===== config.mk =====
export PLATFORM = sky130hd
export DESIGN_NAME = reset_seq
export DESIGN_NICKNAME = d
export VERILOG_FILES = /design/src/hw/gb_bus_pkg.sv /design/src/hw/reset_seq.sv
export SDC_FILE = /design/constraint.sdc
export NUM_CORES = 1
export LEC_CHECK = 0
export BUFFER_PORTS_ARGS = -buffer_cell sky130_fd_sc_hd__buf_2
export CORE_AREA = 2 2 39 41
export DETAILED_ROUTE_END_ITERATION = 8
export DIE_AREA = 0 0 41 43
export PLACE_DENSITY = 0.6
export REMOVE_ABC_BUFFERS = 1
export SKIP_CTS_REPAIR_TIMING = 1
export SLEW_MARGIN = 40
export SYNTH_ARGS = -nofsm -noshare
export SYNTH_HDL_FRONTEND = slang
export SYNTH_SLANG_ARGS = --single-unit

===== constraint.sdc =====
create_clock -name gbclk -period 2.6 [get_ports gbclk]
set_input_delay 0.26 -clock gbclk [delete_from_list [all_inputs] [get_ports gbclk]]
set_output_delay 0.26 -clock gbclk [all_outputs]
set_load 0.005 [all_outputs]

===== src/hw/gb_bus_pkg.sv =====
package gb_bus_pkg;

	localparam int DATA_W = 8;
	localparam int OAM_ADR_W = 8;

	typedef logic [DATA_W-1:0] data_t;

	localparam data_t DATA_IDLE = 8'hFF; // Value of an undriven bus.

	typedef enum logic [1:0] {
		OWN_NONE, OWN_PPU, OWN_DMA, OWN_CPU
	} owner_t;

	// Two cycles per byte.
	localparam int DMA_CYCLES = 320;

	localparam int RST_TICKS = 16;
	localparam int RST_TICK_W = $clog2(RST_TICKS);

	// Reset sequencer phases.
	localparam logic [1:0] RST_INIT = 2'd0;
	localparam logic [1:0] RST_ASSERT = 2'd1;
	localparam logic [1:0] RST_RELEASE = 2'd2;
	localparam logic [1:0] RST_DONE = 2'd3;

endpackage


===== src/hw/reset_seq.sv =====
`timescale 1ns/1ps

module reset_seq import gb_bus_pkg::*; (
	input  logic gbclk,
	input  logic n_crst_in,
	input  logic gb_on,
	input  logic cart_rst_n,
	output logic cpu_reset,
	output logic cart_rst_drive,
	output logic reset_done
);

	logic [1:0]            r_state;
	logic [RST_TICK_W-1:0] r_ticks;
	logic                  r_gb_on;
	logic                  last_tick;
	logic                  restart;

	assign last_tick = r_ticks == RST_TICK_W'(RST_TICKS - 1);
	// Power toggle or cartridge pulling reset once running.
	assign restart = r_state != RST_INIT &&
		(r_gb_on != gb_on || (r_state == RST_DONE && !cart_rst_n));

	always_ff @(posedge gbclk) begin
		if (!n_crst_in) begin
			r_state <= RST_INIT;
			r_ticks <= '0;
			r_gb_on <= 1'b0;
		end else begin
			r_gb_on <= gb_on;
			if (restart) begin
				r_state <= RST_ASSERT;
				r_ticks <= '0;
			end else begin
				case (r_state)
				RST_INIT, RST_ASSERT: begin
					r_ticks <= last_tick ? '0 : r_ticks + 1'b1;
					if (last_tick)
						r_state <= r_state == RST_INIT ? RST_ASSERT : RST_RELEASE;
				end
				RST_RELEASE: begin
					if (!cart_rst_n)
						r_ticks <= '0; // Cartridge still holds reset.
					else if (last_tick)
						r_state <= RST_DONE;
					else
						r_ticks <= r_ticks + 1'b1;
				end
				default: ;
				endcase
			end
		end
	end

	assign reset_done = r_state == RST_DONE;
	assign cpu_reset = !reset_done || !gb_on;
	assign cart_rst_drive = r_state == RST_RELEASE || r_state == RST_DONE;

endmodule


## Word-level counts from Yosys, hierarchy flattened

Cells that the tools add are included.
Widths: inputs -> output; s select.

- Memories kept: 0
- Bits in latches: 0
- Word-level logic and storage cells: 45
- Input port bits: 4
- Memory bits (writable): 0
- Register bits: 7
- ROM bits: 0
- Output and inout bits: 3

- Shift operators: 0
- Multipliers: 0
- Equality and inequality tests: 12
- Mux-type cells: 10
- Bitwise gates (word level): 1
- Div/mod/pow operators: 0
- $add $sub $neg: 1
- Reduce and logical (&&, ||, !) cells: 17
- Magnitude comparators: 0

Operators with widths:

| operator | count |
|---|---|
| $mux 4 | 3 |
| $ne 3x3->1 const B | 4 |
| $mux 2 | 4 |
| $pmux 4 s2 | 1 |
| $reduce_and 4->1 | 2 |
| $ne 2x2->1 const B | 3 |
| $add 4x1->4 const B | 1 |
| $eq 2x2->1 const B | 2 |
| $eq 4x4->1 const B | 1 |
| $pmux 2 s2 | 1 |
| $reduce_bool 2->1 | 2 |
| $reduce_or 2->1 | 2 |
| $logic_not 1->1 | 3 |
| $logic_or 1x1->1 | 3 |
| $reduce_bool 3->1 | 1 |
| $eq 2x1->1 const B | 1 |
| $logic_and 1x1->1 | 2 |
| $logic_not 2->1 | 1 |
| $reduce_and 2->1 | 1 |
| $mux 1 | 1 |
| $ne 1x1->1 | 1 |
| $not 1->1 | 1 |

## Logic depth before layout (Yosys ltp)

- Depth in word-level cells: 6
- Depth in mapped cells: 4
- Gate-level depth less buffers: 4

## Worst setup path before layout

OpenSTA, ideal clock, no wires.

- Path kind: register to register
- From: register r_ticks[0]
- To: register r_ticks[3]
- Setup slack: 1.209 ns
- Path buffers: 0
- Setup time: 0.079 ns
- Data arrival time: 1.312 ns
- Stages on the path, launching flop included: 5
- Data required time: 2.521 ns
- Period minus slack after synthesis: 1.391 ns
- Path through: dfxtp_1 ha_1 and3_4 a2111o_1 a22oi_1

- Cells in the longest elaborated chain, start to end: 4
- Elaborated cells between the ends (all ways): 8
- Those cells by class: add/sub: 1; eq/ne: 2; mux: 4; reduce/logical: 1

Ends and longest elaborated chain:

| element | line | text |
|---|---|---|
| from (decl) | reset_seq.sv:14 | `logic [RST_TICK_W-1:0] r_ticks;` |
| from (signal assigned) | reset_seq.sv:37 | `r_ticks <= last_tick ? '0 : r_ticks + 1'b1;` |
| from (signal assigned) | reset_seq.sv:47 | `r_ticks <= r_ticks + 1'b1;` |
| $add 4x1->4 | reset_seq.sv:37, reset_seq.sv:47 |  |
| $mux 4 | reset_seq.sv:44 | `else if (last_tick)` |
| $mux 4 | reset_seq.sv:42 | `if (!cart_rst_n)` |
| $pmux 4 s2 | reset_seq.sv:35 | `case (r_state)` |

Parallel ways exist; a longest one is shown, timed or not. The select of a mux whose other input is x is not followed.
A chain may end at the register's enable or synchronous reset.

## Final worst setup path

- From: register r_state[1]
- To: output cpu_reset

- Cells in the longest elaborated chain, start to end: 3

Ends and longest elaborated chain:

| element | line | text |
|---|---|---|
| from (decl) | reset_seq.sv:13 | `logic [1:0] r_state;` |
| from (signal assigned) | reset_seq.sv:39 | `r_state <= r_state == RST_INIT ? RST_ASSERT : RST_RELEASE;` |
| $eq 2x2->1 | reset_seq.sv:55 | `assign reset_done = r_state == RST_DONE;` |
| $logic_not 1->1 | reset_seq.sv:56 | `assign cpu_reset = !reset_done \|\| !gb_on;` |
| $logic_or 1x1->1 | reset_seq.sv:56 |  |
| to (decl) | reset_seq.sv:8 | `output logic cpu_reset,` |

No other way between the ends.

==> flow_summary.toml <==
[critical_path]
worst_setup_path_startpoint = "r_state[1]"
crit_path_max_fanout = 15
worstPathRequired_ns = 2.34
reg2reg_depth = 4
timing.critical_path.arrival_ns = 1.31
critPathKind = "register to output pin"
worstSetupStartpointType = "register"
end_kind = "output pin"
timing.reg2reg.setup_slack_ns = 1.10
timing.rr.start = "r_ticks[0]"

[power]
irDropWorstVdd_mv = 0.131
part_of_the_total_power_dissipated_in_sequential_elements_pct = 48.3
internal_power_mw = 0.184
net-switching-power_mw = 0.0597
comb_power_share_pct = 10.5
powerDensity_nw_per_um2 = 500
power_leakage_nw = 0.208
clock_power_share_pct = 41.2
p_sw_share_pct = 24.5

[sta]
post-route-min-period_ns = 1.57
max_freq_ghz = 0.638
relSlewSlack_pct = 70.2
timing_worst_slew_pin_value_ns = 0.446
finalWorstSetupSlack_ns = 1.03
fin_setup_tns_ns = 0
setup_viol = 0
slew_violations = 0
min_period_over_period_pct = 60.3
post_route_clock_skew_ns = 0.00128
hold_viol_final = 0
rsz0062_at_grt = "no"

[worst_hold_path]
min_from = "gb_on"
hold_path.class = "primary input to register"
holdPathStages = 2

[clocking]
tritoncts.num_buffers = 3
clk-insertion-delay-late_ns = 0.25
cts.clk_slew.worst_paths_ns = 0.05
root_buffer = "sky130_fd_sc_hd__clkbuf_4"
clk_path_buf_depth = 2
clock_tree_from_tritoncts = "built"
number_of_sinks_on_the_clock_net = 7
htree_num_levels = 1

[synth]
ys.flop_type = "sky130_fd_sc_hd__dfxtp_1"
yosysUniqueCellTypes = 29
synth_enable_flop_cells = 0
syn_area_per_cell_sq_um = 8.81
postSynthRegisterBits = 7
synthesis.instances = 48
seq_area_frac_synth_pct = 33.1
number_of_warning_messages_in_the_yosys_log = 0
postSynth.asyncResetShare_pct = 0
mapped_area_sq_um = 423

[global_routing]
maximum_number_of_pins_on_one_net_before_global_route_repair = 16
grt_antenna_before_repair = 0
number_of_global_route_vias_before_repair = 376
grt.overflow.total = 0
global_route_wire_length_before_repair_um = 1580
grt_util_all_layers_pct = 13.4

[drt]
routed_wirelength_um = 918
post_drt_via_cell_ratio = 5.56
routed-via-count = 395
postRouteAntennaNets = 0
initialDrtViolationCount = 5
drt_drc_violations_left = 0
avgRoutedWirePerCell_um = 12.9
pre_antenna_drt_iters = 2

[final_layout]
nNetsFinal = 61
final_cell_count_no_fill = 71
final_core_utilization_pct = 35.2
finalInstanceArea_sq_um = 487
seq_area_sq_um = 140
area_growth_syn_to_layout_pct = 15.1
most_common_library_cell_in_the_layout_ignoring_fill_and_taps = "sky130_fd_sc_hd__dfxtp_1"
ratio_of_cells_with_drive_above_1_in_the_final_layout_pct = 21.8
fillerInstances = 151
ant_diodes = 0
commonest_cells_after_routing_fill_and_taps_aside = "sky130_fd_sc_hd__dfxtp_1, sky130_fd_sc_hd__buf_2, sky130_fd_sc_hd__o21ai_0"
multiInputGateArea_sq_um = 259

[floorplanning]
die_width_um = 41
fp.coreArea_sq_um = 1380
top_level_ports = 7
fp.dieArea_sq_um = 1760
core.rowCount = 14
floorplan.initialDensity_pct = 30.6
chipHeight_um = 43

[placement]
place_hpwl_um = 596
place.port_buffers = 6
preCtsSetupSlack_ns = 1.13
gp_routability_congestion = 0.733
place_area_sq_um = 460
dp.cells = 67

[run]
max_cap_violations = 0

[run_status]
run_status = "finished clean"
-- stage by stage --
step	power, mW	hold slack (ns)
2_1_floorplan	0.136	0.392
3_3_place_gp	0.144	0.525
3_5_place_dp	0.144	0.528
4_1_cts	0.246	0.287
5_1_grt	0.259	0.290
6_report	0.243	0.292
-- cells by family (layout without fill, tap and decap cells) --
logic type                 after synthesis  count (layout)  share of synthesized area [%]
AOI/OAI and AO/OA                       18              18                           33.7
and+or+nand+nor                         13              13                           18.0
DFF                                      7               7                           33.1
buffers and inverters                    6              13                           5.62
xor gates and xnor gates                 2               2                           4.14
adders and majority gates                1               1                           2.96
muxes                                    1               1                           2.37
-- critical path, stage by stage, from the launching register on --
cell and delay, ns:
sky130_fd_sc_hd__dfxtp_1 0.59, sky130_fd_sc_hd__inv_1 0.13, sky130_fd_sc_hd__nor2_1 0.15, sky130_fd_sc_hd__nand2_1 0.06, sky130_fd_sc_hd__buf_2 0.12
-- power by group through the flow --
stage	clock (mW)	sequential, mW	combinational (mW)
2_1_floorplan	0	0.118	0.0176
3_5_place_dp	0	0.120	0.0248
3_3_place_gp	0	0.119	0.0255
5_1_grt	0.113	0.118	0.0281
6_report	0.100	0.118	0.0254
4_1_cts	0.104	0.117	0.0256
-- registers in the layout, indices dropped and copies added (netlist names) --
signal / flops
r_state: 2
r_gb_on: 1
r_ticks: 4
-- routing by layer --
metal / global-route usage [%] / vias up / share of wire [%]
li1: - / 197 / -
met1: 15.8 / 184 / 48
met2: 19.7 / 10 / 45
met3: 3.14 / 4 / 4.4
met4: 10.0 / 0 / 2.5
met5: 0 / - / 0
-- Yosys cell counts (all sizes together), types with 2 or more instances --
cell / n / area share [%]
dfxtp: 7 / 33
o21ai: 4 / 4.7
and3: 3 / 5.6
inv: 3 / 2.7
nand3: 3 / 3.5
a211oi: 2 / 3.5
a21oi: 2 / 2.4
a22oi: 2 / 3.5
clkbuf: 2 / 1.8
nand2: 2 / 1.8
-- path summary, 6_finish.rpt --
path,endpoint
setup / recovery,cpu_reset
hold / removal,r_gb_on
setup reg to reg,r_ticks[0]
hold reg to reg,r_ticks[0]
-- final cells by class --
class	instances	share of cell area (%)
multi-input cells	35	53.2
clock buffers	4	5.40
repair buffers	6	6.17
well taps	16	4.11
inverters	3	2.31
flip-flops and latches	7	28.8
Note: power is estimated with default switching activity, not from simulation.
