**src/hw/gb_bus_pkg.sv**
```systemverilog
package gb_bus_pkg;

	localparam int DATA_W = 8;
	localparam int OAM_ADR_W = 8;

	typedef logic [DATA_W-1:0] data_t;

	localparam data_t DATA_IDLE = 8'hFF; // Value of an undriven bus.

	typedef enum logic [1:0] {
		OWN_NONE, OWN_PPU, OWN_DMA, OWN_CPU
	} owner_t;

	// Two cycles per byte.
	localparam int DMA_CYCLES = 320;

	localparam int RST_TICKS = 16;
	localparam int RST_TICK_W = $clog2(RST_TICKS);

	// Reset sequencer phases.
	localparam logic [1:0] RST_INIT = 2'd0;
	localparam logic [1:0] RST_ASSERT = 2'd1;
	localparam logic [1:0] RST_RELEASE = 2'd2;
	localparam logic [1:0] RST_DONE = 2'd3;

endpackage

```
**src/hw/gb_map_pkg.sv**
```systemverilog
package gb_map_pkg;

	localparam int ADR_W = 16;
	localparam int VRAM_ADR_W = 13;
	localparam int OAM_BYTES = 160;
	localparam logic [7:0] IO_PAGE = 8'hFF;
	localparam logic [7:0] DMA_REG_OFS = 8'h46;

	typedef struct packed {
		logic [ADR_W/2-1:0] page;
		logic [ADR_W/2-1:0] offset;
	} adr_paged_t;

	// One address word, seen either whole or as page and offset.
	typedef union packed {
		logic [ADR_W-1:0] full;
		adr_paged_t       paged;
	} cpu_adr_t;

	typedef enum logic [2:0] {
		REG_NONE, REG_ROM, REG_VRAM, REG_XRAM, REG_WRAM, REG_OAM, REG_IO
	} region_t;

	typedef enum logic [3:0] {
		IO_NONE,
		IO_JOY,
		IO_SER,
		IO_TIM,
		IO_IFLAG,
		IO_SND,
		IO_PPU,
		IO_HRAM,
		IO_IENA
	} io_sel_t;

endpackage
```
**src/hw/oam_dma.sv**
```systemverilog
`timescale 1ns/1ps

module oam_dma import gb_map_pkg::*, gb_bus_pkg::*; (
	input  logic                 gbclk,
	input  logic                 n_crst_in,
	input  logic                 start,
	input  data_t                start_page,
	input  data_t                src_rdata,
	output logic                 dma_active,
	output cpu_adr_t             dma_src_adr,
	output logic                 dma_rd,
	output logic [OAM_ADR_W-1:0] dma_oam_adr,
	output logic                 dma_wr,
	output data_t                dma_wdata
);

	logic                 r_active;
	logic                 r_phase; // High in the write cycle.
	logic [OAM_ADR_W-1:0] r_index;
	data_t                r_page;

	always_ff @(posedge gbclk) begin
		if (!n_crst_in) begin
			r_active <= 1'b0;
			r_phase <= 1'b0;
			r_index <= '0;
		end else if (start) begin
			r_active <= 1'b1; // A new write restarts the copy.
			r_phase <= 1'b0;
			r_index <= '0;
		end else if (r_active) begin
			r_phase <= !r_phase;
			if (r_phase) begin
				if (r_index == OAM_ADR_W'(OAM_BYTES - 1))
					r_active <= 1'b0;
				else
					r_index <= r_index + 1'b1;
			end
		end
	end

	always_ff @(posedge gbclk) begin
		if (start)
			r_page <= start_page;
	end

	always_comb begin
		dma_active = r_active;
		dma_src_adr.paged.page = r_page;
		dma_src_adr.paged.offset = r_index;
		dma_rd = r_active && !r_phase;
		dma_wr = r_active && r_phase;
		dma_oam_adr = r_index;
		dma_wdata = src_rdata; // Source data lands in the write cycle.
	end

	a_index_range: assert property (@(posedge gbclk) disable iff (!n_crst_in)
		r_active |-> r_index < OAM_ADR_W'(OAM_BYTES));

	a_busy_len: assert property (@(posedge gbclk) disable iff (!n_crst_in)
		start |=> dma_active [*DMA_CYCLES]);

endmodule

```
**config.mk**
```make
export PLATFORM = sky130hd
export DESIGN_NAME = oam_dma
export DESIGN_NICKNAME = d
export VERILOG_FILES = /design/src/hw/gb_bus_pkg.sv /design/src/hw/gb_map_pkg.sv /design/src/hw/oam_dma.sv
export SDC_FILE = /design/constraint.sdc
export NUM_CORES = 1
export LEC_CHECK = 0
export ABC_AREA = 1
export ABC_CLOCK_PERIOD_IN_PS = 1400
export BUFFER_PORTS_ARGS = -buffer_cell sky130_fd_sc_hd__buf_4
export CORE_MARGIN = 4
export CORE_UTILIZATION = 42
export DETAILED_ROUTE_END_ITERATION = 8
export GPL_ROUTABILITY_DRIVEN = 0
export MAX_ROUTING_LAYER = met4
export PLACE_DENSITY_LB_ADDON = 0.2
export SLEW_MARGIN = 20
export SYNTH_ARGS = -nofsm -noshare
export SYNTH_HDL_FRONTEND = slang
export SYNTH_SLANG_ARGS = --single-unit
export TNS_END_PERCENT = 50
```
**constraint.sdc**
```tcl
create_clock -name gbclk -period 1.4 [get_ports gbclk]
set_input_delay 0.07 -clock gbclk [delete_from_list [all_inputs] [get_ports gbclk]]
set_output_delay 0.07 -clock gbclk [all_outputs]
set_load 0.02 [all_outputs]
```
After elaboration in Yosys (flattened, before gate mapping)
Cells that the tools add are included.
Widths: inputs -> output; s select.

storage, ports and cells
  flip-flop bits (word level) = 18
  input port bits = 19

operators by class
  add/subtract/negate cells = 1
  bitwise operators = 2
  equal/unequal tests = 1
  muxes and demuxes = 4
  reduce and logical (&&, ||, !) cells = 5

operator list
  operator             count
  $add 8x1->8 const B  1
  $eq 8x8->1 const B   1
  $mux 1               4
  $reduce_and 3->1     1
  $logic_and 1x1->1    2
  $not 1->1            2
  $reduce_or 2->1      1
  $logic_not 1->1      1

Longest topological paths before layout
  depth after elaboration = 5
  depth in mapped cells = 8
  mapped depth without buffers = 8

Least setup slack after synthesis
OpenSTA, ideal clock, no wires.

  path kind = register to register
  from = reg r_index[1] (netlist: dma_oam_adr[1])
  to = reg r_index[6] (netlist: dma_oam_adr[6])
  cell stages (with the launch flop) = 9
  data arrival time = 1.268 ns
  required time = 1.287 ns
  slack = 0.019 ns
  cell sequence = dfxtp_1 -> ha_1 -> nand2_2 -> nor2_4 -> nand3_4 -> nand3_1 -> nand2_1 -> nand2_1 -> nor2_1

on the way
  word-level cells in the longest chain between the ends = 3

ends and longest elaborated chain
  item                                                 line           RTL
  from (decl)                                          oam_dma.sv:19  logic [OAM_ADR_W-1:0] r_index;
  from (signal assigned)                               oam_dma.sv:37  r_index <= r_index + 1'b1;
  branches (longest 3 deep; another with $add 8x1->8)  -

Several ways; the timed one is not identified.
A chain may end at the register's enable or synchronous reset.

Worst setup path in the final report
  from = reg r_index[0] (netlist: dma_oam_adr[0])
  to = reg r_index[2] (netlist: dma_oam_adr[2])

Same word-level chain as after synthesis.

==> Implementation_results.wiki <==
{| class="wikitable"
! Metric !! Value
|-
| Antenna violations before repair || 0
|-
| Post-Synthesis Cell Area || 911 µm²
|-
| Most used standard cells in the synthesized netlist || nand2_1 (20), nor2_1 (18), buf_4 (16), dfxtp_1 (10), edfxtp_1 (8)
|-
| FILL cells || 197
|-
| Antenna Cells || 0
|-
| Smallest setup slack after layout || 0.152 ns
|-
| Setup violations, final || 0
|-
| Sum Neg Setup Slack || 0 ns
|-
| Classification of the worst-slack hold path || primary input to register
|-
| Core box area || 2000 µm²
|-
| Detailed-route via count || 791
|-
| Share of power burned in the clock network || 25.3%
|-
| Int Pwr || 746 µW
|-
| Share of cells above drive strength 1 || 35.9%
|-
| Slew Limit Headroom || 79.8%
|-
| CTS tree || done
|-
| Number of H-tree levels || 1
|-
| Avg Cell Area, Syn || 8.51 µm²
|-
| Pre-CTS setup slack || 0.165 ns
|-
| Die width || 54.6 µm
|-
| Proportion of total power due to net switching || 23.3%
|-
| Post-Route Skew || 0.000443 ns
|-
| Power share of the combinational group || 14.9%
|-
| Final hold viol count || 0
|-
| Kind of critical path || register to register
|-
| Max Cap Viol || 0
|-
| Final worst path period share || 89.1%
|-
| Number of buffers on the longest clock path || 2
|-
| Count of nets left with antenna violations after detail routing || 0
|-
| Die height || 54.6 µm
|-
| Status || finished, final reports clean
|-
| Post-route insts no fill || 169
|-
| Leakage power of the design || 0.000528 µW
|-
| Critical path capture point type || register
|-
| Tightest Pin Transition || 0.302 ns
|-
| Worst-path clk slew || 0.09 ns
|-
| WP data required || 1.62 ns
|-
| Total global routing overflow || 0
|-
| Routed wire length || 2010 µm
|-
| Critical path origin || dma_oam_adr[0]
|-
| Number of buffers inserted during clock tree synthesis || 3
|-
| Startpoint type of the worst setup path || register
|-
| Final nets || 164
|-
| Site row count || 16
|-
| Die Outline Area || 2980 µm²
|-
| Number of global-route vias before repair || 764
|-
| Area share of the largest cell type after synthesis || 26.4%
|-
| Via count normalized by instance count || 4.68
|-
| Largest net degree at the start of global routing || 11
|-
| Average wire length per cell after detail routing || 11.9 µm
|-
| First-pass iteration count of the detailed router || 4
|-
| Power per unit of standard cell area || 791 nW/µm²
|-
| Sequential area share after synthesis || 48.4%
|-
| Worst hold slack after final layout || 0.0780 ns
|-
| Wire length of the first global-routing pass || 3240 µm
|-
| Top cell type by total area after synthesis || edfxtp_1
|-
| FFs w/ async S/R, synth || 0%
|-
| Sequential Power Share || 59.8%
|-
| Layout overhead on the synthesized area || 35.0%
|-
| Worst supply voltage drop on vdd || 0.000428 V
|-
| Clk_lat worst skew || 0.28 ns
|-
| Buffers on Ports || 37
|-
| Total DRC errors in the routed layout || 0
|-
| Starting Density || 45.5%
|-
| Max Slew Vio Count || 0
|-
| Post-detail-place hpwl || 1520 µm
|-
| # placed instances || 157
|-
| Total routing usage reported by global routing || 16.0%
|-
| Minimum clock period after layout || 1.25 ns
|-
| Critical-path maximum fanout || 5
|-
| Setup repair after global routing missed its margin || false
|-
| Beginning of the worst register-to-register path || dma_oam_adr[0]
|-
| Net switching power || 227 µW
|-
| Flip-flop and latch count after synthesis || 18
|-
| Number of distinct library cell variants in the gate-level netlist after synthesis || 20
|-
| Worst EP arrival || 1.47 ns
|-
| Post-Syn Instances || 107
|-
| Most frequent cell after synthesis || nand2_1
|-
| # clock sinks || 18
|-
| Dominant cells by area after synthesis || edfxtp_1 (26%), dfxtp_1 (22%), buf_4 (13%), nand2_1 (8.2%), nor2_1 (7.4%)
|-
| F_max || 801 MHz
|-
| Post-Syn Nets || 127
|-
| Number of placed I/O pins || 54
|-
| Count of flip-flops with a built-in enable after synthesis || 8
|-
| Number of buffers inserted to repair setup after CTS || 0
|-
| Synth Flop Type || dfxtp_1
|-
| Number of DRC violations after detailed-routing iteration 0 || 11
|-
| Synthesis warning total || 0
|-
| Hold Crit Start || start
|-
| Buffer cell driving the clock tree root || clkbuf_4
|}
## routing by layer
metal | wire length, µm | vias up | GRT usage, % | share of wire (%)
li1 | - | 395 | - | -
met1 | 846 | 351 | 16.7 | 42
met2 | 994 | 37 | 27.5 | 49
met3 | 130 | 8 | 4.36 | 6.5
met4 | 40 | 0 | 8.30 | 2.0
met5 | 0 | - | - | 0
## worst max-delay path, stage by stage, from the launching register on
cell     delay (ns)
dfxtp_1        0.35
ha_1           0.23
nand2_2        0.10
nor2_4         0.12
nand3_4        0.10
nand2_4        0.10
nand2_1        0.05
a21oi_1        0.15
## flip-flops by register name (all words and copies together) (netlist names)
register / flops
dma_active: 1
dma_oam_adr: 8
r_page: 8
r_phase: 1
## cell type report
cell class	count	area [µm²]	area share [%]
clock buffer	3	22.5	1.83
inverter	10	37.5	3.05
multi-input combinational	63	313	25.4
sequential	18	440	35.8
tap	27	33.8	2.75
timing repair buffer	48	383	31.1
## through the flow
step	cell area (µm²)	total power, µW	util, %
after global routing	1230	1030	61.4
after global placement	1120	716	55.8
after floorplan	911	682	-
after CTS	1230	986	61.4
after detailed placement	1120	719	55.8
final	1230	972	61.4
## timing repair
| item | 4_1_cts | 5_1_grt |
|---|---|---|
| hold buffers | 9 | 0 |
| hold endpoints to repair | 9 | 0 |
| resized for setup | 0 | 0 |
## kinds of logic (layout without fill, tap and decap cells)
kind of cell    count (synthesis)  in the layout  synth area share (%)
xor+xnor                        2              2                  1.92
compound gates                  7              7                  3.85
simple gates                   53             53                  27.2
buf+inv                        26             61                  17.3
fa+ha+maj                       1              1                  1.37
flops                          18             18                  48.4
## layout by cell type (no fill, tap or decap), drive strengths merged
master,instances
clkbuf,3
edfxtp,8
dlygate4sd3,9
nor3,1
inv,10
ha,1
nand3,8
a21oi,4
nand4,1
o21ai,3
nand2,22
dfxtp,10
nor2,21
buf,39
xor2,2
## power by group through the flow
stage / clock (µW) / sequential, µW / combinational [µW]
6_report: 246 / 582 / 145
5_1_grt: 285 / 585 / 157
4_1_cts: 258 / 582 / 146
3_5_place_dp: 0 / 594 / 125
3_3_place_gp: 0 / 594 / 123
2_1_floorplan: 0 / 623 / 59.3
## path summary, 6_finish.rpt
| path | depth (start not counted) | slack [ns] | endpoint |
|---|---|---|---|
| hold reg to reg | 2 | 0.51 | dma_active |
| hold / removal | 1 | 0.08 | r_page[6] |
| setup reg to reg | 7 | 0.15 | dma_oam_adr[2] |
| setup / recovery | 7 | 0.15 | dma_oam_adr[2] |
(Power assumes the default switching activity.)
