**config.mk**
```make
export PLATFORM = sky130hd
export DESIGN_NAME = addr_decode
export DESIGN_NICKNAME = d
export VERILOG_FILES = /design/src/hw/gb_map_pkg.sv /design/src/hw/addr_decode.sv
export SDC_FILE = /design/constraint.sdc
export NUM_CORES = 1
export LEC_CHECK = 0
export BUFFER_PORTS_ARGS = -buffer_cell sky130_fd_sc_hd__clkbuf_2
export CORE_AREA = 4 4 41 43
export DETAILED_ROUTE_END_ITERATION = 12
export DIE_AREA = 0 0 45 47
export SLEW_MARGIN = 5
export SYNTH_ARGS = -nofsm -noshare
export SYNTH_HDL_FRONTEND = slang
export SYNTH_SLANG_ARGS = --single-unit
```
**constraint.sdc**
```tcl
create_clock -name vclk -period 1.35
set_input_delay 0.0675 -clock vclk [all_inputs]
set_output_delay 0.0675 -clock vclk [all_outputs]
set_load 0.005 [all_outputs]
```
**src/hw/gb_map_pkg.sv**
```systemverilog
package gb_map_pkg;

	localparam int ADR_W = 16;
	localparam int VRAM_ADR_W = 13;
	localparam int OAM_BYTES = 160;
	localparam logic [7:0] IO_PAGE = 8'hFF;
	localparam logic [7:0] DMA_REG_OFS = 8'h46;

	typedef struct packed {
		logic [ADR_W/2-1:0] page;
		logic [ADR_W/2-1:0] offset;
	} adr_paged_t;

	// One address word, seen either whole or as page and offset.
	typedef union packed {
		logic [ADR_W-1:0] full;
		adr_paged_t       paged;
	} cpu_adr_t;

	typedef enum logic [2:0] {
		REG_NONE, REG_ROM, REG_VRAM, REG_XRAM, REG_WRAM, REG_OAM, REG_IO
	} region_t;

	typedef enum logic [3:0] {
		IO_NONE,
		IO_JOY,
		IO_SER,
		IO_TIM,
		IO_IFLAG,
		IO_SND,
		IO_PPU,
		IO_HRAM,
		IO_IENA
	} io_sel_t;

endpackage
```
**src/hw/addr_decode.sv**
```systemverilog
`timescale 1ns/1ps

module addr_decode import gb_map_pkg::*; (
	input  cpu_adr_t cpu_adr,
	input  cpu_adr_t dma_src_adr,
	output region_t  cpu_region,
	output io_sel_t  io_sel,
	output logic     dma_reg_hit,
	output region_t  dma_region
);

	function automatic region_t decode_region(cpu_adr_t a);
		if (!a.full[15])
			return REG_ROM;
		if (a.full[15:13] == 3'b100)
			return REG_VRAM;
		if (a.full[15:13] == 3'b101)
			return REG_XRAM;
		if (a.full < 16'hFE00)
			return REG_WRAM; // Includes the echo area.
		if (a.full < 16'hFEA0)
			return REG_OAM;
		if (a.paged.page == IO_PAGE)
			return REG_IO;
		return REG_NONE;
	endfunction

	function automatic io_sel_t decode_io(logic [ADR_W/2-1:0] ofs);
		if (ofs == 8'h00)
			return IO_JOY;
		if (ofs == 8'h01 || ofs == 8'h02)
			return IO_SER;
		if (ofs >= 8'h04 && ofs <= 8'h07)
			return IO_TIM;
		if (ofs == 8'h0F)
			return IO_IFLAG;
		if (ofs >= 8'h10 && ofs <= 8'h3F)
			return IO_SND;
		if (ofs >= 8'h40 && ofs <= 8'h4B)
			return IO_PPU; // DMA register sits here too.
		if (ofs == 8'hFF)
			return IO_IENA;
		if (ofs >= 8'h80)
			return IO_HRAM;
		return IO_NONE;
	endfunction

	logic io_page;

	assign io_page = cpu_adr.paged.page == IO_PAGE;

	always_comb begin
		cpu_region = decode_region(cpu_adr);
		dma_region = decode_region(dma_src_adr);
		io_sel = io_page ? decode_io(cpu_adr.paged.offset) : IO_NONE;
		dma_reg_hit = io_page && cpu_adr.paged.offset == DMA_REG_OFS;
	end

endmodule

```
# [Yosys cells after proc, flatten, opt, wreduce, memory -nomap -nowiden]
# Index checks and enable logic that the tools add are counted.
[totals] memories=0 latchBits=0 ramBits=0 romBits=0 regBits=0 inputBits=32 wordCells=152
[classes] shift=0 add_sub_neg=0 n_reduce_logical=6 div_mod_pow=0 bitwise_logic=0 mux=124 n_eq_ne=11 n_mul=0 n_lt_le_gt_ge=11
[op_table] op="4-bit 2-to-1 mux" n=22
[op_table] op="3-bit 2-to-1 mux" n=26
[op_table] op="1-bit 2-to-1 mux" n=76
[op_table] op="16-bit less-than comparator (second input constant)" n=4
[op_table] op="8-bit equality test (second input constant)" n=3
[op_table] op="3-bit equality test (second input constant)" n=4
[op_table] op="8-bit by 1-bit equality test with 1-bit output (second input constant)" n=1
[op_table] op="8-bit by 2-bit equality test with 1-bit output (second input constant)" n=1
[op_table] op="8-bit by 4-bit equality test with 1-bit output (second input constant)" n=1
[op_table] op="8-bit by 7-bit equality test with 1-bit output (second input constant)" n=1
[op_table] op="8-bit by 3-bit >= comparator with 1-bit output (second input constant)" n=1
[op_table] op="8-bit by 5-bit >= comparator with 1-bit output (second input constant)" n=1
[op_table] op="8-bit by 7-bit >= comparator with 1-bit output (second input constant)" n=1
[op_table] op="8-bit >= comparator (second input constant)" n=1
[op_table] op="8-bit by 3-bit less-or-equal comparator with 1-bit output (second input constant)" n=1
[op_table] op="8-bit by 6-bit less-or-equal comparator with 1-bit output (second input constant)" n=1
[op_table] op="8-bit by 7-bit less-or-equal comparator with 1-bit output (second input constant)" n=1
[op_table] op="8-bit logical NOT" n=1
[op_table] op="1-bit logical AND" n=4
[op_table] op="1-bit logical OR" n=1

# [Logic depth before layout (Yosys ltp)]
# Gate-level depths: netlist (run 1).
[depth] word_depth=40 mapped_depth=4

# [Worst setup path before layout (run 1)]
# No wires, ideal clock.
[synth_path] path_kind="input -> output" startpoint="input port cpu_adr[7] (netlist name)" endpoint="output port io_sel[0]" setup_slack_ps=172 arrival_time_ps=1111 stages=4 required_time_ps=1283 path_cell_list="or3_4 > or3_4 > nor4_4 > o21ba_1"
[synth_via] elab_chain_cells=23 elab_cells_between_ends=73 classes_between="7 x order compare; 4 x eq/ne; 57 x mux; 5 x reduce/logical"
[synth_rtl] item="start, declared" line="addr_decode.sv:4" text="input cpu_adr_t cpu_adr,"
[synth_rtl] item="branches (longest 21 deep; another with 8-bit by 3-bit >= comparator with 1-bit output)"
[synth_rtl] item="4-bit 2-to-1 mux (*)" line="addr_decode.sv:31" text="if (ofs == 8'h01 || ofs == 8'h02)"
[synth_rtl] item="4-bit 2-to-1 mux (*)" line="addr_decode.sv:55" text="io_sel = io_page ? decode_io(cpu_adr.paged.offset) : IO_NONE;"
[synth_rtl] item="end, declared" line="addr_decode.sv:7" text="output io_sel_t io_sel,"
# Every way passes the cells marked *. The select of a mux whose other input is x is not followed.

# [Worst setup path in the final report (run 1)]
# Ends and elaborated chain as after synthesis.

==> results.md, run 1 <==
- CP max stage cell: or3_4
- Power Density: 223 mW/mm^2
- GPL Wtd Cong: 0.802
- Global-route usage over all layers: 0.114
- Initial antenna violation count: 0
- Slew HR: 0.779
- NumNets Final: 126
- WP data required: 1280 ps
- Diode count: 0
- Crit-path leading delay family: simple AND/OR/NAND/NOR gates
- Fin util: 0.443
- Rows: 13
- Pleak: 0.291 nW
- Syn-to-layout area delta: 83.7%
- Mapped Cells: 49
- Proportion of layout cells with a drive suffix above 1: 0.522
- CP endpoint kind: output port
- Share of the synthesized area in the top cell type: 0.0797
- Maximum VDD drop: 0.0000840 V
- Ys Warns: 0
- First-pass GRT wire length: 1910 um
- Starting density of the core: 0.241
- Dpl cells: 107
- Pre-CTS setup slack: -58.8 ps
- DRT iter0 DRCs: 2
- Die height: 47 um
- Via density: 5.09
- RSZ-0062 raised after global routing: yes
- Post_cts resized: 1
- Gr ovfl total: 0
- Seq/Total Area, Yosys: 0
- CP Cell Sequence: buf_6 -> or3_4 -> or3_4 -> nor4_4 -> o21ba_1 -> clkbuf_2
- Violated checks: negative setup slack
- Post-Synth Simple-Gate Area: 0.618
- Setup WS post-layout: -34.2 ps
- Fin Hold WS: 416 ps
- Fin crit period: 1380 ps
- Antenna viol nets, final: 0
- Distinct cell type count after synthesis: 26
- Die W: 45 um
- Largest net degree at the start of global routing: 7
- Syn Nets: 81
- Placed cell areas: 561 um^2
- Final wirelength: 1250 um
- Compound-Gate Fraction of Synth Area: 0.287
- Peak Freq: 722 MHz
- Hold EP: dma_region[0]
- Vias in the first global route: 506
- Worst Tran Pin Value: 330 ps
- # clk buffers: 0
- Worst min-delay path category: in -> out
- CORE AREA: 0.00130 mm^2
- Most frequent cells in the layout: clkbuf_2 (36), nor2_1 (6), buf_4 (6)
- Seq_cells: 0
- Mux cell area share after synthesis: 0.0359
- Finished layout cell area: 577 um^2
- Max Slew Vio Count: 0
- Synth area leaders: nand3_1 (8.0%), nor2_1 (7.2%), or3_4 (7.2%)
- FF+latch area: 0 um^2
- Origin of the worst setup path: cpu_adr[7]
- DRC violations left: 0
- Die area: 0.00212 mm^2
- Final Setup Violations: 2
- Hold depth: 3
- CP arrival: 1320 ps
- Vias: 545
- Status: finished, violations left
- Non-Filler Instances: 107
- Port Buffers: 38
- Hold path start: dma_src_adr[15]
- Most common cell after layout, fill and taps aside: clkbuf_2
- Largest family of logic cells by synthesized area: simple AND/OR/NAND/NOR gates
- Post-CTS setup buffer count: 0
- Mapped Avg Cell Area: 6.41 um^2
- WS Path Type: in -> out
- WL/cell: 11.7 um
- Max-capacitance violation count: 0
- Hold-fix buffers at CTS: 0
- I/O pins: 43
- Cell taking the most area after synthesis: nand3_1
- Post-Syn Area: 314 um^2
- CP peak stage delay: 370 ps
- Element type at the critical path start: input port
- Adder-Cell Fraction of Synth Area: 0
- First-pass DRT Iterations: 2
- DP Wirelength: 1130 um
- Critical path's most frequent cell: or3_4
- Final Cycle Share: 1.03
- Crit-path max FO: 2
- Xor and xnor area share after synthesis: 0
- Hold Fails Final Rpt: 0
- Power, Total: 0.128 mW
- Setup TNS: -44.1 ps
- Buf+Inv Stages, Crit Path: 2
## synthesized netlist by cell type
library cell	n
nor2_1	6
nand2_1	5
nand3_1	5
inv_1	3
nand4_1	3
a21boi_0	2
a21oi_1	2
nor3_1	2
nor3b_1	2
o21ai_0	2
or3_4	2
a2111oi_1	1
a211o_1	1
and3_1	1
buf_4	1
mux2_2	1
nand2b_1	1
nand3b_1	1
nor4_1	1
nor4_4	1
o21a_1	1
o21ba_1	1
o221ai_1	1
o311a_1	1
or3_1	1
or4_1	1
## tightest hold or removal path, cell delays in order
cell	delay (ps)
clkbuf_2	110
nand3_1	70
clkbuf_2	110
## metal layers
metal  global-route usage  routed length (um)
met5                    0                   0
met4                    0                   0
met3               0.0268                 222
met2                0.226                 517
met1                0.130                 509
## worst max path at each step
stage / slack (ps) / end / cells after the start
after floorplan: 170 / io_sel[0] / 4
after global placement: -50 / io_sel[0] / 6
after detailed placement: -60 / io_sel[0] / 6
after CTS: -60 / io_sel[0] / 6
after global routing: -70 / io_sel[1] / 5
final: -30 / io_sel[0] / 6
## cells by family after synthesis
logic type,Yosys count
compound gates,12
mux,1
simple gates,32
buf+inv,4
## power by group
| part | internal, mW | total (mW) | leakage, nW | switching (mW) |
|---|---|---|---|---|
| clock | 0 | 0 | 0 | 0 |
| sequential | 0 | 0 | 0 | 0 |
| combinational | 0.0711 | 0.128 | 0.291 | 0.0574 |
| total | 0.0711 | 0.128 | 0.291 | 0.0574 |
## final cells by class
cell class | count | area (um^2)
multi-input combinational | 45 | 295
timing repair buffer | 44 | 251
fill | 148 | 724
tap | 15 | 18.8
inverter | 3 | 11.3
Note: power is estimated with default switching activity, not from simulation.
==> inputs of run 2 (changes only) <==
- ABC_AREA: default -> 1
- PLACE_DENSITY: default -> 0.75
==> results.md, run 2 <==
- Mapped Avg Cell Area: 5.08 um^2 (-21%)
- WS Path Type: in -> out
- Multi-input gate area: 374 um^2 (+27%)
- DRC violations left: 0 (unchanged)
- Power Density: 201 mW/mm^2 (-9.5%)
- Worst min-delay path category: in -> out
- Fin crit period: 1070 ps (-312 ps)
- Crit-path max FO: 4 (+2)
- Proportion of layout cells with a drive suffix above 1: 0.437 (-0.0852)
- Most frequent cell after synthesis: nand2_1
- Final Cycle Share: 0.794 (-0.231)
- Hold depth: 3 (unchanged)
- Global-route usage over all layers: 0.124 (+0.0103)
- Rows: 13 (unchanged)
- Clock share of power: 0 (unchanged)
- Die W: 45 um (unchanged)
- Post-Syn Area: 447 um^2 (+42%)
- WP data required: 1280 ps (about the same)
- Seq/Total Area, Yosys: 0 (unchanged)
- Hold Fails Final Rpt: 0 (unchanged)
- Initial antenna violation count: 0 (unchanged)
- Switch Pwr: 0.0733 mW (+28%)
- GPL Wtd Cong: 0.749 (-6.6%)
- Ys Warns: 0 (unchanged)
- Vias: 661 (+21%)
- Dpl cells: 141 (+32%)
- Top post-synthesis cells by count: nand2_1 (26), inv_1 (16), nand3_1 (8)
- Cell taking the most area after synthesis: nand2_1
- FF+latch area: 0 um^2 (unchanged)
- Element type at the critical path start: input port
- CORE AREA: 0.00130 mm^2 (unchanged)
- Syn-to-layout area delta: 46.8%
- Setup TNS: 0 ps (+44.1 ps)
- Syn Nets: 120 (+48%)
- Worst Tran Pin Value: 280 ps (-50.4 ps)
- Slew HR: 0.812 (+0.0327)
- CP endpoint kind: output port
- RSZ-0062 raised after global routing: no
- Post-CTS setup buffer count: 0 (unchanged)
- Fin util: 0.504 (+0.0606)
- Post_cts resized: 0 (-1)
- NumNets Final: 160 (+27%)
- I/O pins: 43 (unchanged)
- Die area: 0.00212 mm^2 (unchanged)
- Diode count: 0 (unchanged)
- Max Slew Vio Count: 0 (unchanged)
- Fill cell count: 150 (+1.4%)
- Starting density of the core: 0.343 (+0.102)
- CP arrival: 1000 ps (-320 ps)
- Logic pwr share: 1.000 (about the same)
- Mapped Cells: 88 (+80%)
- Largest net degree at the start of global routing: 6 (-1)
- Max-capacitance violation count: 0 (unchanged)
- Port Buffers: 38 (unchanged)
- Die height: 47 um (unchanged)
- Most common cell after layout, fill and taps aside: clkbuf_2
- Gr ovfl total: 0 (unchanged)
- Most frequent cells in the layout: clkbuf_2 (38), nand2_1 (26), inv_1 (16)
- Cell Int Power: 0.0587 mW (-17%)
- # clk buffers: 0 (unchanged)
- Fin Hold WS: 380 ps (-36.1 ps)
- Synth area leaders: nand2_1 (22%), inv_1 (13%), nand3_1 (9.0%)
- First-pass GRT wire length: 2150 um (+12%)
- DP Wirelength: 1150 um (+2.3%)
- Hold-fix buffers at CTS: 0 (unchanged)
- Non-Filler Instances: 141 (+32%)
- Share of the synthesized area in the top cell type: 0.218 (+0.139)
- First-pass DRT Iterations: 2 (unchanged)
- Sequential Power Share: 0 (unchanged)
- WL/cell: 8.50 um (-27%)
- Via density: 4.69 (-8.0%)
- Net Sw Frac: 0.555 (+0.109)
- Pleak: 0.410 nW (+41%)
- Distinct cell type count after synthesis: 23 (-12%)
- Power, Total: 0.132 mW (+2.8%)
- DRT iter0 DRCs: 1 (-1)
- Final Setup Violations: 0 (-2)
- Peak Freq: 933 MHz (+29%)
- Seq_cells: 0 (unchanged)
- Status: finished, final reports clean
- Final wirelength: 1200 um (-4.2%)
- Vias in the first global route: 618 (+22%)
- Maximum VDD drop: 0.000120 V (+43%)
- Antenna viol nets, final: 0 (unchanged)
[run 2: cell types whose count changed after synthesis, sizes merged, moves of 3 or more]
cell / delta
nor2: +6
inv: +15
nand3: +3
nand2: +26
or3: -3
[run 2: logic make-up (layout without fill, tap and decap cells)]
group / count (synthesis) / after routing / synth area share
and+or+nand+nor: 60 / 60 / 0.714
AOI/OAI and AO/OA: 9 / 9 / 0.123
buffers and inverters: 19 / 57 / 0.162
[run 2: stage by stage]
stage                     cell area (um^2)  setup slack (ps)
after floorplan                        447               586
after global placement                 656               316
after detailed placement               656               269
after CTS                              656               266
after global routing                   656               123
final                                  656               278
[run 2: routing by layer]
metal	vias to the layer above	track usage	share of wire
met5	-	0	0
met4	0	0.00585	0
met3	0	0	0.093
met2	22	0.285	0.53
met1	283	0.126	0.38
li1	356	-	-
[run 2: area by class of cell]
| cell class | count | area share |
|---|---|---|
| Tap cell | 15 | 0.0286 |
| Inverter | 19 | 0.111 |
| Timing Repair Buffer | 38 | 0.290 |
| Multi-Input combinational cell | 69 | 0.571 |
[run 2: power groups by stage]
stage               clock (mW)  sequential, mW  combinational [mW]
floorplan                    0               0              0.0615
global placement             0               0               0.130
detailed placement           0               0               0.133
CTS                          0               0               0.134
global route                 0               0               0.151
finish                       0               0               0.132
[run 2: path summary, 6_finish.rpt]
| kind | startpoint | to | slack, ps |
|---|---|---|---|
| min | dma_src_adr[14] | dma_region[1] | 380 |
| max | cpu_adr[5] | io_sel[1] | 280 |
[run 2: worst max-delay path, stage by stage]
cell      delay (ps)
clkbuf_2         110
nor2_2           190
nand2_4           90
nor3_4           190
inv_2             60
nand2_1           70
nor2_1            40
nor2_1            70
clkbuf_2         110
