File: config.mk
export PLATFORM = sky130hd
export DESIGN_NAME = bus_arbiter
export DESIGN_NICKNAME = d
export VERILOG_FILES = /design/src/hw/gb_bus_pkg.sv /design/src/hw/gb_map_pkg.sv /design/src/hw/bus_arbiter.sv
export SDC_FILE = /design/constraint.sdc
export NUM_CORES = 1
export LEC_CHECK = 0
export BUFFER_PORTS_ARGS = -buffer_cell sky130_fd_sc_hd__buf_2
export CAP_MARGIN = 10
export CELL_PAD_IN_SITES_DETAIL_PLACEMENT = 0
export CELL_PAD_IN_SITES_GLOBAL_PLACEMENT = 1
export CORE_MARGIN = 2
export CORE_UTILIZATION = 20
export DETAILED_ROUTE_END_ITERATION = 16
export GPL_TIMING_DRIVEN = 0
export PLACE_DENSITY_LB_ADDON = 0.1
export SLEW_MARGIN = 20
export SYNTH_ARGS = -nofsm -noshare
export SYNTH_HDL_FRONTEND = slang
export SYNTH_SLANG_ARGS = --single-unit
File: constraint.sdc
create_clock -name gbclk -period 1.95 [get_ports gbclk]
set_input_delay 0.195 -clock gbclk [delete_from_list [all_inputs] [get_ports gbclk]]
set_output_delay 0.195 -clock gbclk [all_outputs]
set_load 0.05 [all_outputs]
File: src/hw/gb_bus_pkg.sv
package gb_bus_pkg;

	localparam int DATA_W = 8;
	localparam int OAM_ADR_W = 8;

	typedef logic [DATA_W-1:0] data_t;

	localparam data_t DATA_IDLE = 8'hFF; // Value of an undriven bus.

	typedef enum logic [1:0] {
		OWN_NONE, OWN_PPU, OWN_DMA, OWN_CPU
	} owner_t;

	// Two cycles per byte.
	localparam int DMA_CYCLES = 320;

	localparam int RST_TICKS = 16;
	localparam int RST_TICK_W = $clog2(RST_TICKS);

	// Reset sequencer phases.
	localparam logic [1:0] RST_INIT = 2'd0;
	localparam logic [1:0] RST_ASSERT = 2'd1;
	localparam logic [1:0] RST_RELEASE = 2'd2;
	localparam logic [1:0] RST_DONE = 2'd3;

endpackage

File: src/hw/gb_map_pkg.sv
package gb_map_pkg;

	localparam int ADR_W = 16;
	localparam int VRAM_ADR_W = 13;
	localparam int OAM_BYTES = 160;
	localparam logic [7:0] IO_PAGE = 8'hFF;
	localparam logic [7:0] DMA_REG_OFS = 8'h46;

	typedef struct packed {
		logic [ADR_W/2-1:0] page;
		logic [ADR_W/2-1:0] offset;
	} adr_paged_t;

	// One address word, seen either whole or as page and offset.
	typedef union packed {
		logic [ADR_W-1:0] full;
		adr_paged_t       paged;
	} cpu_adr_t;

	typedef enum logic [2:0] {
		REG_NONE, REG_ROM, REG_VRAM, REG_XRAM, REG_WRAM, REG_OAM, REG_IO
	} region_t;

	typedef enum logic [3:0] {
		IO_NONE,
		IO_JOY,
		IO_SER,
		IO_TIM,
		IO_IFLAG,
		IO_SND,
		IO_PPU,
		IO_HRAM,
		IO_IENA
	} io_sel_t;

endpackage
File: src/hw/bus_arbiter.sv
`timescale 1ns/1ps

module bus_arbiter import gb_map_pkg::*, gb_bus_pkg::*; (
	input  logic                  gbclk,
	input  logic                  n_crst_in,
	input  region_t               cpu_region,
	input  region_t               dma_region,
	input  logic                  dma_active,
	input  logic                  ppu_need_vram,
	input  logic                  ppu_need_oam,
	input  cpu_adr_t              cpu_adr,
	input  logic                  cpu_rd,
	input  logic                  cpu_wr,
	input  data_t                 cpu_wdata,
	input  cpu_adr_t              dma_src_adr,
	input  logic                  dma_rd,
	input  logic [OAM_ADR_W-1:0]  dma_oam_adr,
	input  logic                  dma_wr,
	input  data_t                 dma_wdata,
	input  cpu_adr_t              ppu_adr,
	input  logic                  ppu_rd,
	input  data_t                 vram_rdata,
	input  data_t                 oam_rdata,
	input  data_t                 ext_rdata,
	input  data_t                 io_rdata,
	output logic [VRAM_ADR_W-1:0] vram_adr,
	output logic                  vram_rd,
	output logic                  vram_wr,
	output data_t                 vram_wdata,
	output logic [OAM_ADR_W-1:0]  oam_adr,
	output logic                  oam_rd,
	output logic                  oam_wr,
	output data_t                 oam_wdata,
	output cpu_adr_t              ext_adr,
	output logic                  ext_rd,
	output logic                  ext_wr,
	output region_t               ext_region,
	output data_t                 cpu_rdata,
	output data_t                 dma_rdata
);

	function automatic logic is_ext(region_t r);
		return r == REG_ROM || r == REG_XRAM || r == REG_WRAM;
	endfunction

	owner_t  vram_own, oam_own, cpu_own;
	logic    ext_dma, cpu_ext;
	region_t r_rd_region, r_dma_region;
	owner_t  r_rd_own;
	logic    r_dma_ok;

	always_comb begin
		ext_dma = dma_active && is_ext(dma_region);
		cpu_ext = is_ext(cpu_region);

		if (ppu_need_vram)
			vram_own = OWN_PPU;
		else if (dma_active && dma_region == REG_VRAM)
			vram_own = OWN_DMA;
		else
			vram_own = cpu_region == REG_VRAM ? OWN_CPU : OWN_NONE;

		if (ppu_need_oam)
			oam_own = OWN_PPU;
		else if (dma_active)
			oam_own = OWN_DMA;
		else
			oam_own = cpu_region == REG_OAM ? OWN_CPU : OWN_NONE;

		case (cpu_region)
		REG_VRAM: cpu_own = vram_own;
		REG_OAM:  cpu_own = oam_own;
		REG_IO:   cpu_own = OWN_CPU;
		REG_ROM, REG_XRAM, REG_WRAM: cpu_own = ext_dma ? OWN_DMA : OWN_CPU;
		default:  cpu_own = OWN_NONE;
		endcase
	end

	always_comb begin
		vram_adr = cpu_adr.full[VRAM_ADR_W-1:0];
		vram_rd = 1'b0;
		vram_wr = 1'b0;
		vram_wdata = cpu_wdata; // Only the CPU writes video RAM.
		case (vram_own)
		OWN_PPU: begin
			vram_adr = ppu_adr.full[VRAM_ADR_W-1:0];
			vram_rd = ppu_rd;
		end
		OWN_DMA: begin
			vram_adr = dma_src_adr.full[VRAM_ADR_W-1:0];
			vram_rd = dma_rd;
		end
		OWN_CPU: begin
			vram_rd = cpu_rd;
			vram_wr = cpu_wr;
		end
		default: ;
		endcase
	end

	always_comb begin
		oam_adr = cpu_adr.paged.offset;
		oam_rd = 1'b0;
		oam_wr = 1'b0;
		oam_wdata = cpu_wdata;
		case (oam_own)
		OWN_PPU: begin
			oam_adr = ppu_adr.paged.offset;
			oam_rd = ppu_rd;
		end
		OWN_DMA: begin
			oam_adr = dma_oam_adr;
			oam_wr = dma_wr;
			oam_wdata = dma_wdata;
		end
		OWN_CPU: begin
			oam_rd = cpu_rd;
			oam_wr = cpu_wr;
		end
		default: ;
		endcase
	end

	always_comb begin
		if (ext_dma) begin
			ext_adr = dma_src_adr;
			ext_rd = dma_rd;
			ext_wr = 1'b0;
			ext_region = dma_region;
		end else begin
			ext_adr = cpu_adr;
			ext_rd = cpu_rd && cpu_ext;
			ext_wr = cpu_wr && cpu_ext;
			ext_region = cpu_ext ? cpu_region : REG_NONE;
		end
	end

	// Remember where each read went; the data returns a cycle later.
	always_ff @(posedge gbclk) begin
		if (!n_crst_in) begin
			r_rd_region <= REG_NONE;
			r_rd_own <= OWN_NONE;
			r_dma_region <= REG_NONE;
			r_dma_ok <= 1'b0;
		end else begin
			r_rd_region <= cpu_rd ? cpu_region : REG_NONE;
			r_rd_own <= cpu_rd ? cpu_own : OWN_NONE;
			r_dma_region <= dma_region;
			r_dma_ok <= dma_rd && (ext_dma || vram_own == OWN_DMA);
		end
	end

	always_comb begin
		cpu_rdata = DATA_IDLE;
		if (r_rd_own == OWN_CPU) begin
			case (r_rd_region)
			REG_VRAM: cpu_rdata = vram_rdata;
			REG_OAM:  cpu_rdata = oam_rdata;
			REG_IO:   cpu_rdata = io_rdata;
			REG_ROM, REG_XRAM, REG_WRAM: cpu_rdata = ext_rdata;
			default:  cpu_rdata = DATA_IDLE;
			endcase
		end
		if (!r_dma_ok)
			dma_rdata = DATA_IDLE;
		else
			dma_rdata = r_dma_region == REG_VRAM ? vram_rdata : ext_rdata;
	end

	a_no_vram_wr_ppu: assert property (@(posedge gbclk) disable iff (!n_crst_in)
		ppu_need_vram |-> !vram_wr);

endmodule

# ---- Word-level counts from Yosys, hierarchy flattened
# Cells that the tools add are included.
dict set report word_totals {
  register_bits 9
  word_cells 65
  input_bits 120
}
dict set report op_classes {
  n_eq_ne 24
  reduce_logical 13
  mux 24
}
# op count
set ops {}
lappend ops {{2-to-1 mux 8 bit} 4}
lappend ops {{case mux 8 bit (4 select lines)} 1}
lappend ops {{case mux 13 bit (2 select lines)} 1}
lappend ops {{equality test 3 x 2 -> 1 bit, second input constant} 7}
lappend ops {{equality test 3 bit, second input constant} 7}
lappend ops {{2-to-1 mux 16 bit} 1}
lappend ops {{case mux 8 bit (2 select lines)} 1}
lappend ops {{2-to-1 mux 2 bit} 6}
lappend ops {{equality test 2 bit, second input constant} 5}
lappend ops {{equality test 3 x 1 -> 1 bit, second input constant} 3}
lappend ops {{case mux 2 bit (4 select lines)} 1}
lappend ops {{2-to-1 mux 3 bit} 2}
lappend ops {{OR reduction 3 bit} 2}
lappend ops {{logical AND 1 bit} 5}
lappend ops {{logical OR 1 bit} 5}
lappend ops {{equality test 2 x 1 -> 1 bit, second input constant} 2}
lappend ops {{2-to-1 mux 1 bit} 4}
lappend ops {{case mux 1 bit (2 select lines)} 2}
lappend ops {{case mux 1 bit (3 select lines)} 1}
lappend ops {{AND reduction 2 bit} 1}

# ---- Logic depth before layout (Yosys ltp)
dict set report depth {
  depth_word 7
  ltp_mapped 10
}

# ---- Worst setup path before layout
# Ideal clock, no wire load.
dict set report synth_timing {
  path_type {input to output}
  startpoint {input port cpu_region[0]}
  endpoint {output port vram_adr[10]}
  path_buffers 3
  arrival_ns 2.393
  path_slack_ns -0.638
  stages 10
  cell_sequence {clkbuf_1 -> nor2b_1 -> nand2b_1 -> nand2b_1 -> nand2b_1 -> ha_1 -> clkbuf_1 -> clkbuf_1 -> nor2_1 -> a21oi_1}
}
dict set report synth_between {
  elab_chain_cells 6
  elab_cells_between_ends 7
}
# element line_no
set synth_lines {}
lappend synth_lines {{start: declaration} bus_arbiter.sv:6} ;# input region_t cpu_region,
lappend synth_lines {{equality test 3 x 2 -> 1 bit (*)} bus_arbiter.sv:61} ;# vram_own = cpu_region == REG_VRAM ? OWN_CPU : OWN_NONE;
lappend synth_lines {{2-to-1 mux 2 bit (*)} bus_arbiter.sv:61}
lappend synth_lines {{2-to-1 mux 2 bit (*)} bus_arbiter.sv:58} ;# else if (dma_active && dma_region == REG_VRAM)
lappend synth_lines {{2-to-1 mux 2 bit (*)} bus_arbiter.sv:56} ;# if (ppu_need_vram)
lappend synth_lines {{equality test 2 bit / equality test 2 x 1 -> 1 bit (equally long branches)} bus_arbiter.sv:84} ;# case (vram_own)
lappend synth_lines {{case mux 13 bit (2 select lines) (*)} bus_arbiter.sv:84}
lappend synth_lines {{end: declaration} bus_arbiter.sv:26} ;# output logic [VRAM_ADR_W-1:0] vram_adr,
# Mark *: on every way between the ends. The rest lies on a longest branch, timed or not.

# ---- Worst setup path in the final report
dict set report layout_timing {
  startpoint {input port cpu_region[0]}
  endpoint {output port vram_rd}
}
dict set report layout_between {
  elab_chain_cells 6
  elab_cells_between_ends 8
}
# element line_no
set layout_lines {}
lappend layout_lines {{equality test 3 x 2 -> 1 bit (*)} bus_arbiter.sv:61}
lappend layout_lines {{2-to-1 mux 2 bit (*)} bus_arbiter.sv:61}
lappend layout_lines {{2-to-1 mux 2 bit (*)} bus_arbiter.sv:58}
lappend layout_lines {{2-to-1 mux 2 bit (*)} bus_arbiter.sv:56}
lappend layout_lines {{equality test 2 bit / equality test 2 x 1 -> 1 bit (equally long branches)} bus_arbiter.sv:84}
lappend layout_lines {{case mux 1 bit (3 select lines) (*)} bus_arbiter.sv:84}
lappend layout_lines {{end: declaration} bus_arbiter.sv:27} ;# output logic vram_rd,
# Marked as above.

==> impl_metrics.json <==
{
  "status": "completed",
  "num_vias": 2616,
  "end_kind": "output port",
  "root_buffer": "clkbuf_8",
  "syn_area_um2": 1830,
  "clk_transition_reported_paths_ns": 0.04,
  "die_area_um2": 9950,
  "grt_overflow": 0,
  "crit_path_max_incr_delay_ns": 0.35,
  "detail_route.iter0.violations": 85,
  "htreeDepth": 1,
  "fin_crit_sh_pct": 96.8,
  "start_util_pct": 20.8,
  "routedWlPerCell_um": 15.1,
  "grt_usage_pct": 16.0,
  "postCtsHoldBufs": 0,
  "cts_tree": "built",
  "hold_viol": 0,
  "nets": 582,
  "synth_edf_count": 0,
  "drt-pass1-iter-count": 4,
  "grt_max_degree": 11,
  "criticalPathCategory": "in -> out",
  "diodes": 0,
  "synth_seq_cells": 9,
  "synth_top_area_share_pct": 13.1,
  "finalCriticalPeriod_ns": 1.89,
  "vias_per_cell": 4.62,
  "yosysTopAreaCell": "mux2_4",
  "post-route-drc-count": 0,
  "finalWorstSetupSlack_ns": 0.0615,
  "grt_pass1_vias": 2594,
  "ir_drop_v": 0.000164,
  "yosys.cell_count.top_type": "nand2_1",
  "die_w_um": 99.7,
  "max_cap_viol_count": 0,
  "cts_buffers": 3,
  "gp_congestion": 0.813,
  "coreArea_um2": 8810,
  "stdcell_count": 566,
  "die_height_um": 99.7,
  "cp.arrival_ns": 1.69,
  "routed_wl_um": 8530,
  "cp_slowest_cell": "a222oi_1",
  "fmax_ghz": 0.530,
  "worst_pin_slew_ns": 0.527,
  "place_ws_ns": -0.395,
  "ant_nets": 0,
  "drv_slew": 0,
  "yosys_warnings": 0,
  "drive_gt1_share_pct": 68.1,
  "synth_area_leaders": "mux2_4 13%, dfxtp_1 9.8%, a22oi_1 8.6%",
  "portBuffers": 189,
  "avgSynthCellArea_um2": 7.22,
  "rows": 34,
  "cts_buffer_depth": 2,
  "setup_viol": 0,
  "syn_to_final_growth_pct": 99.8,
  "cp_max_fo": 10,
  "crit_path_start_kind": "input port",
  "rsz0062_at_grt": "no",
  "netlist_instances": 254,
  "dp_hpwl_um": 6760,
  "p_per_area_nw_per_um2": 447,
  "leakage_uw": 0.00178,
  "synth_commonest_cells": "35 x nand2_1, 21 x a22oi_1, 20 x nor2_1, 19 x nand3_1",
  "holdCritPathClass": "in -> reg",
  "ys_seq_area_share_pct": 9.83,
  "antenna_found_initial": 0,
  "grt_pass1_wl_um": 12900,
  "ioPinCount": 198,
  "synth_cell_types": 43,
  "syn_nets": 377,
  "n_fill_cell": 942,
  "placed_cells": 551,
  "maxSlewHeadroom_pct": 64.7,
  "synth-main-ff-cell": "dfxtp_1",
  "synth-async-reset-ratio_pct": 0,
  "clock_sinks": 9,
  "required_ns": 1.75,
  "crit_chain": "buf_4, nor2b_4, nand2b_4, nand2b_4, nor2b_4, ha_4, a222oi_1, nor2_2, buf_2"
}
-- layer usage --
metal / vias to the layer above / GRT usage, % / part of all wire (%) / wire length [um]
li1: 1316 / - / - / -
met1: 1173 / 20.8 / 43 / 3630
met3: 6 / 2.11 / 7.7 / 656
met5: - / 0 / 0 / 0
met2: 121 / 28.3 / 49 / 4180
met4: 0 / 3.06 / 0.72 / 61
-- state kept, by name, summed over array words and instances (netlist names) --
name,flops
r_dma_ok,1
r_rd_region,3
r_rd_own,2
r_dma_region,3
-- path summary, 6_finish.rpt --
kind / from / endpoint / slack, ns / cells after the start
setup / recovery: cpu_region[0] / vram_rd / 0.06 / 9
hold / removal: dma_rd / r_dma_ok / 0.24 / 2
-- metrics by stage --
stage / total power [uW] / TNS (ns) / hold slack (ns) / cell area [um^2] / util (%)
after floorplan: 977 / 0 / 0.317 / 2030 / -
after global placement: 1280 / -4.67 / 0.482 / 3110 / 35.3
after detailed placement: 1280 / -4.86 / 0.474 / 3110 / 35.3
after CTS: 1620 / 0 / 0.239 / 3560 / 40.4
after global routing: 1720 / 0 / 0.247 / 3660 / 41.6
final: 1640 / 0 / 0.245 / 3660 / 41.6
-- layout make-up --
class,count,area (um^2),area share [%]
flip-flops and latches,9,183,4.99
inverters,4,15.0,0.410
multi-input cells,211,1850,50.5
plain buffers,30,283,7.72
well taps,108,135,3.69
repair buffers,200,1150,31.5
clock buffers,4,45.0,1.23
-- timing repair --
action	in CTS	in global routing
cloned	4	0
pin swaps	3	3
resized for setup	75	30
buffers inserted	4	3
setup endpoints to repair	14	22
-- report_power, final --
group	switching [uW]	internal, uW
Sequential	4.52	194
Combinational	764	466
Clock	66.4	142
-- cell usage in the layout, fill, tap and decap left out, types with 4 or more instances in the layout --
cell,n
and2_1,4
nor2_4,8
mux2_2,9
a21oi_4,13
dfxtp_1,7
a22oi_1,5
o21ai_0,10
buf_4,27
a22oi_2,16
and3_1,4
clkbuf_16,4
buf_6,17
nor2_1,11
nor3b_2,4
nand2_1,35
clkbuf_8,5
mux2i_1,8
clkbuf_1,4
buf_2,172
a22o_1,9
nand3_1,18
mux2_4,16
nor2b_1,7
-- kinds of logic (layout without fill, tap and decap cells) --
| kind of cell | Yosys count | count (layout) | synth area share, % |
|---|---|---|---|
| and+or+nand+nor | 108 | 108 | 30.0 |
| AOI/OAI and AO/OA | 67 | 67 | 24.6 |
| buffers and inverters | 34 | 238 | 10.5 |
| muxes | 33 | 33 | 23.0 |
| DFF | 9 | 9 | 9.83 |
| adders and majority gates | 3 | 3 | 2.05 |
-- worst max-delay path, delay by kind of cell --
kind | cells | cell delay (ns)
AND/OR/NAND/NOR | 5 | 0.58
buffers and inverters | 2 | 0.37
AO/OA/AOI/OAI | 1 | 0.35
adder cells (fa/ha/maj) | 1 | 0.18
(Power assumes the default switching activity.)
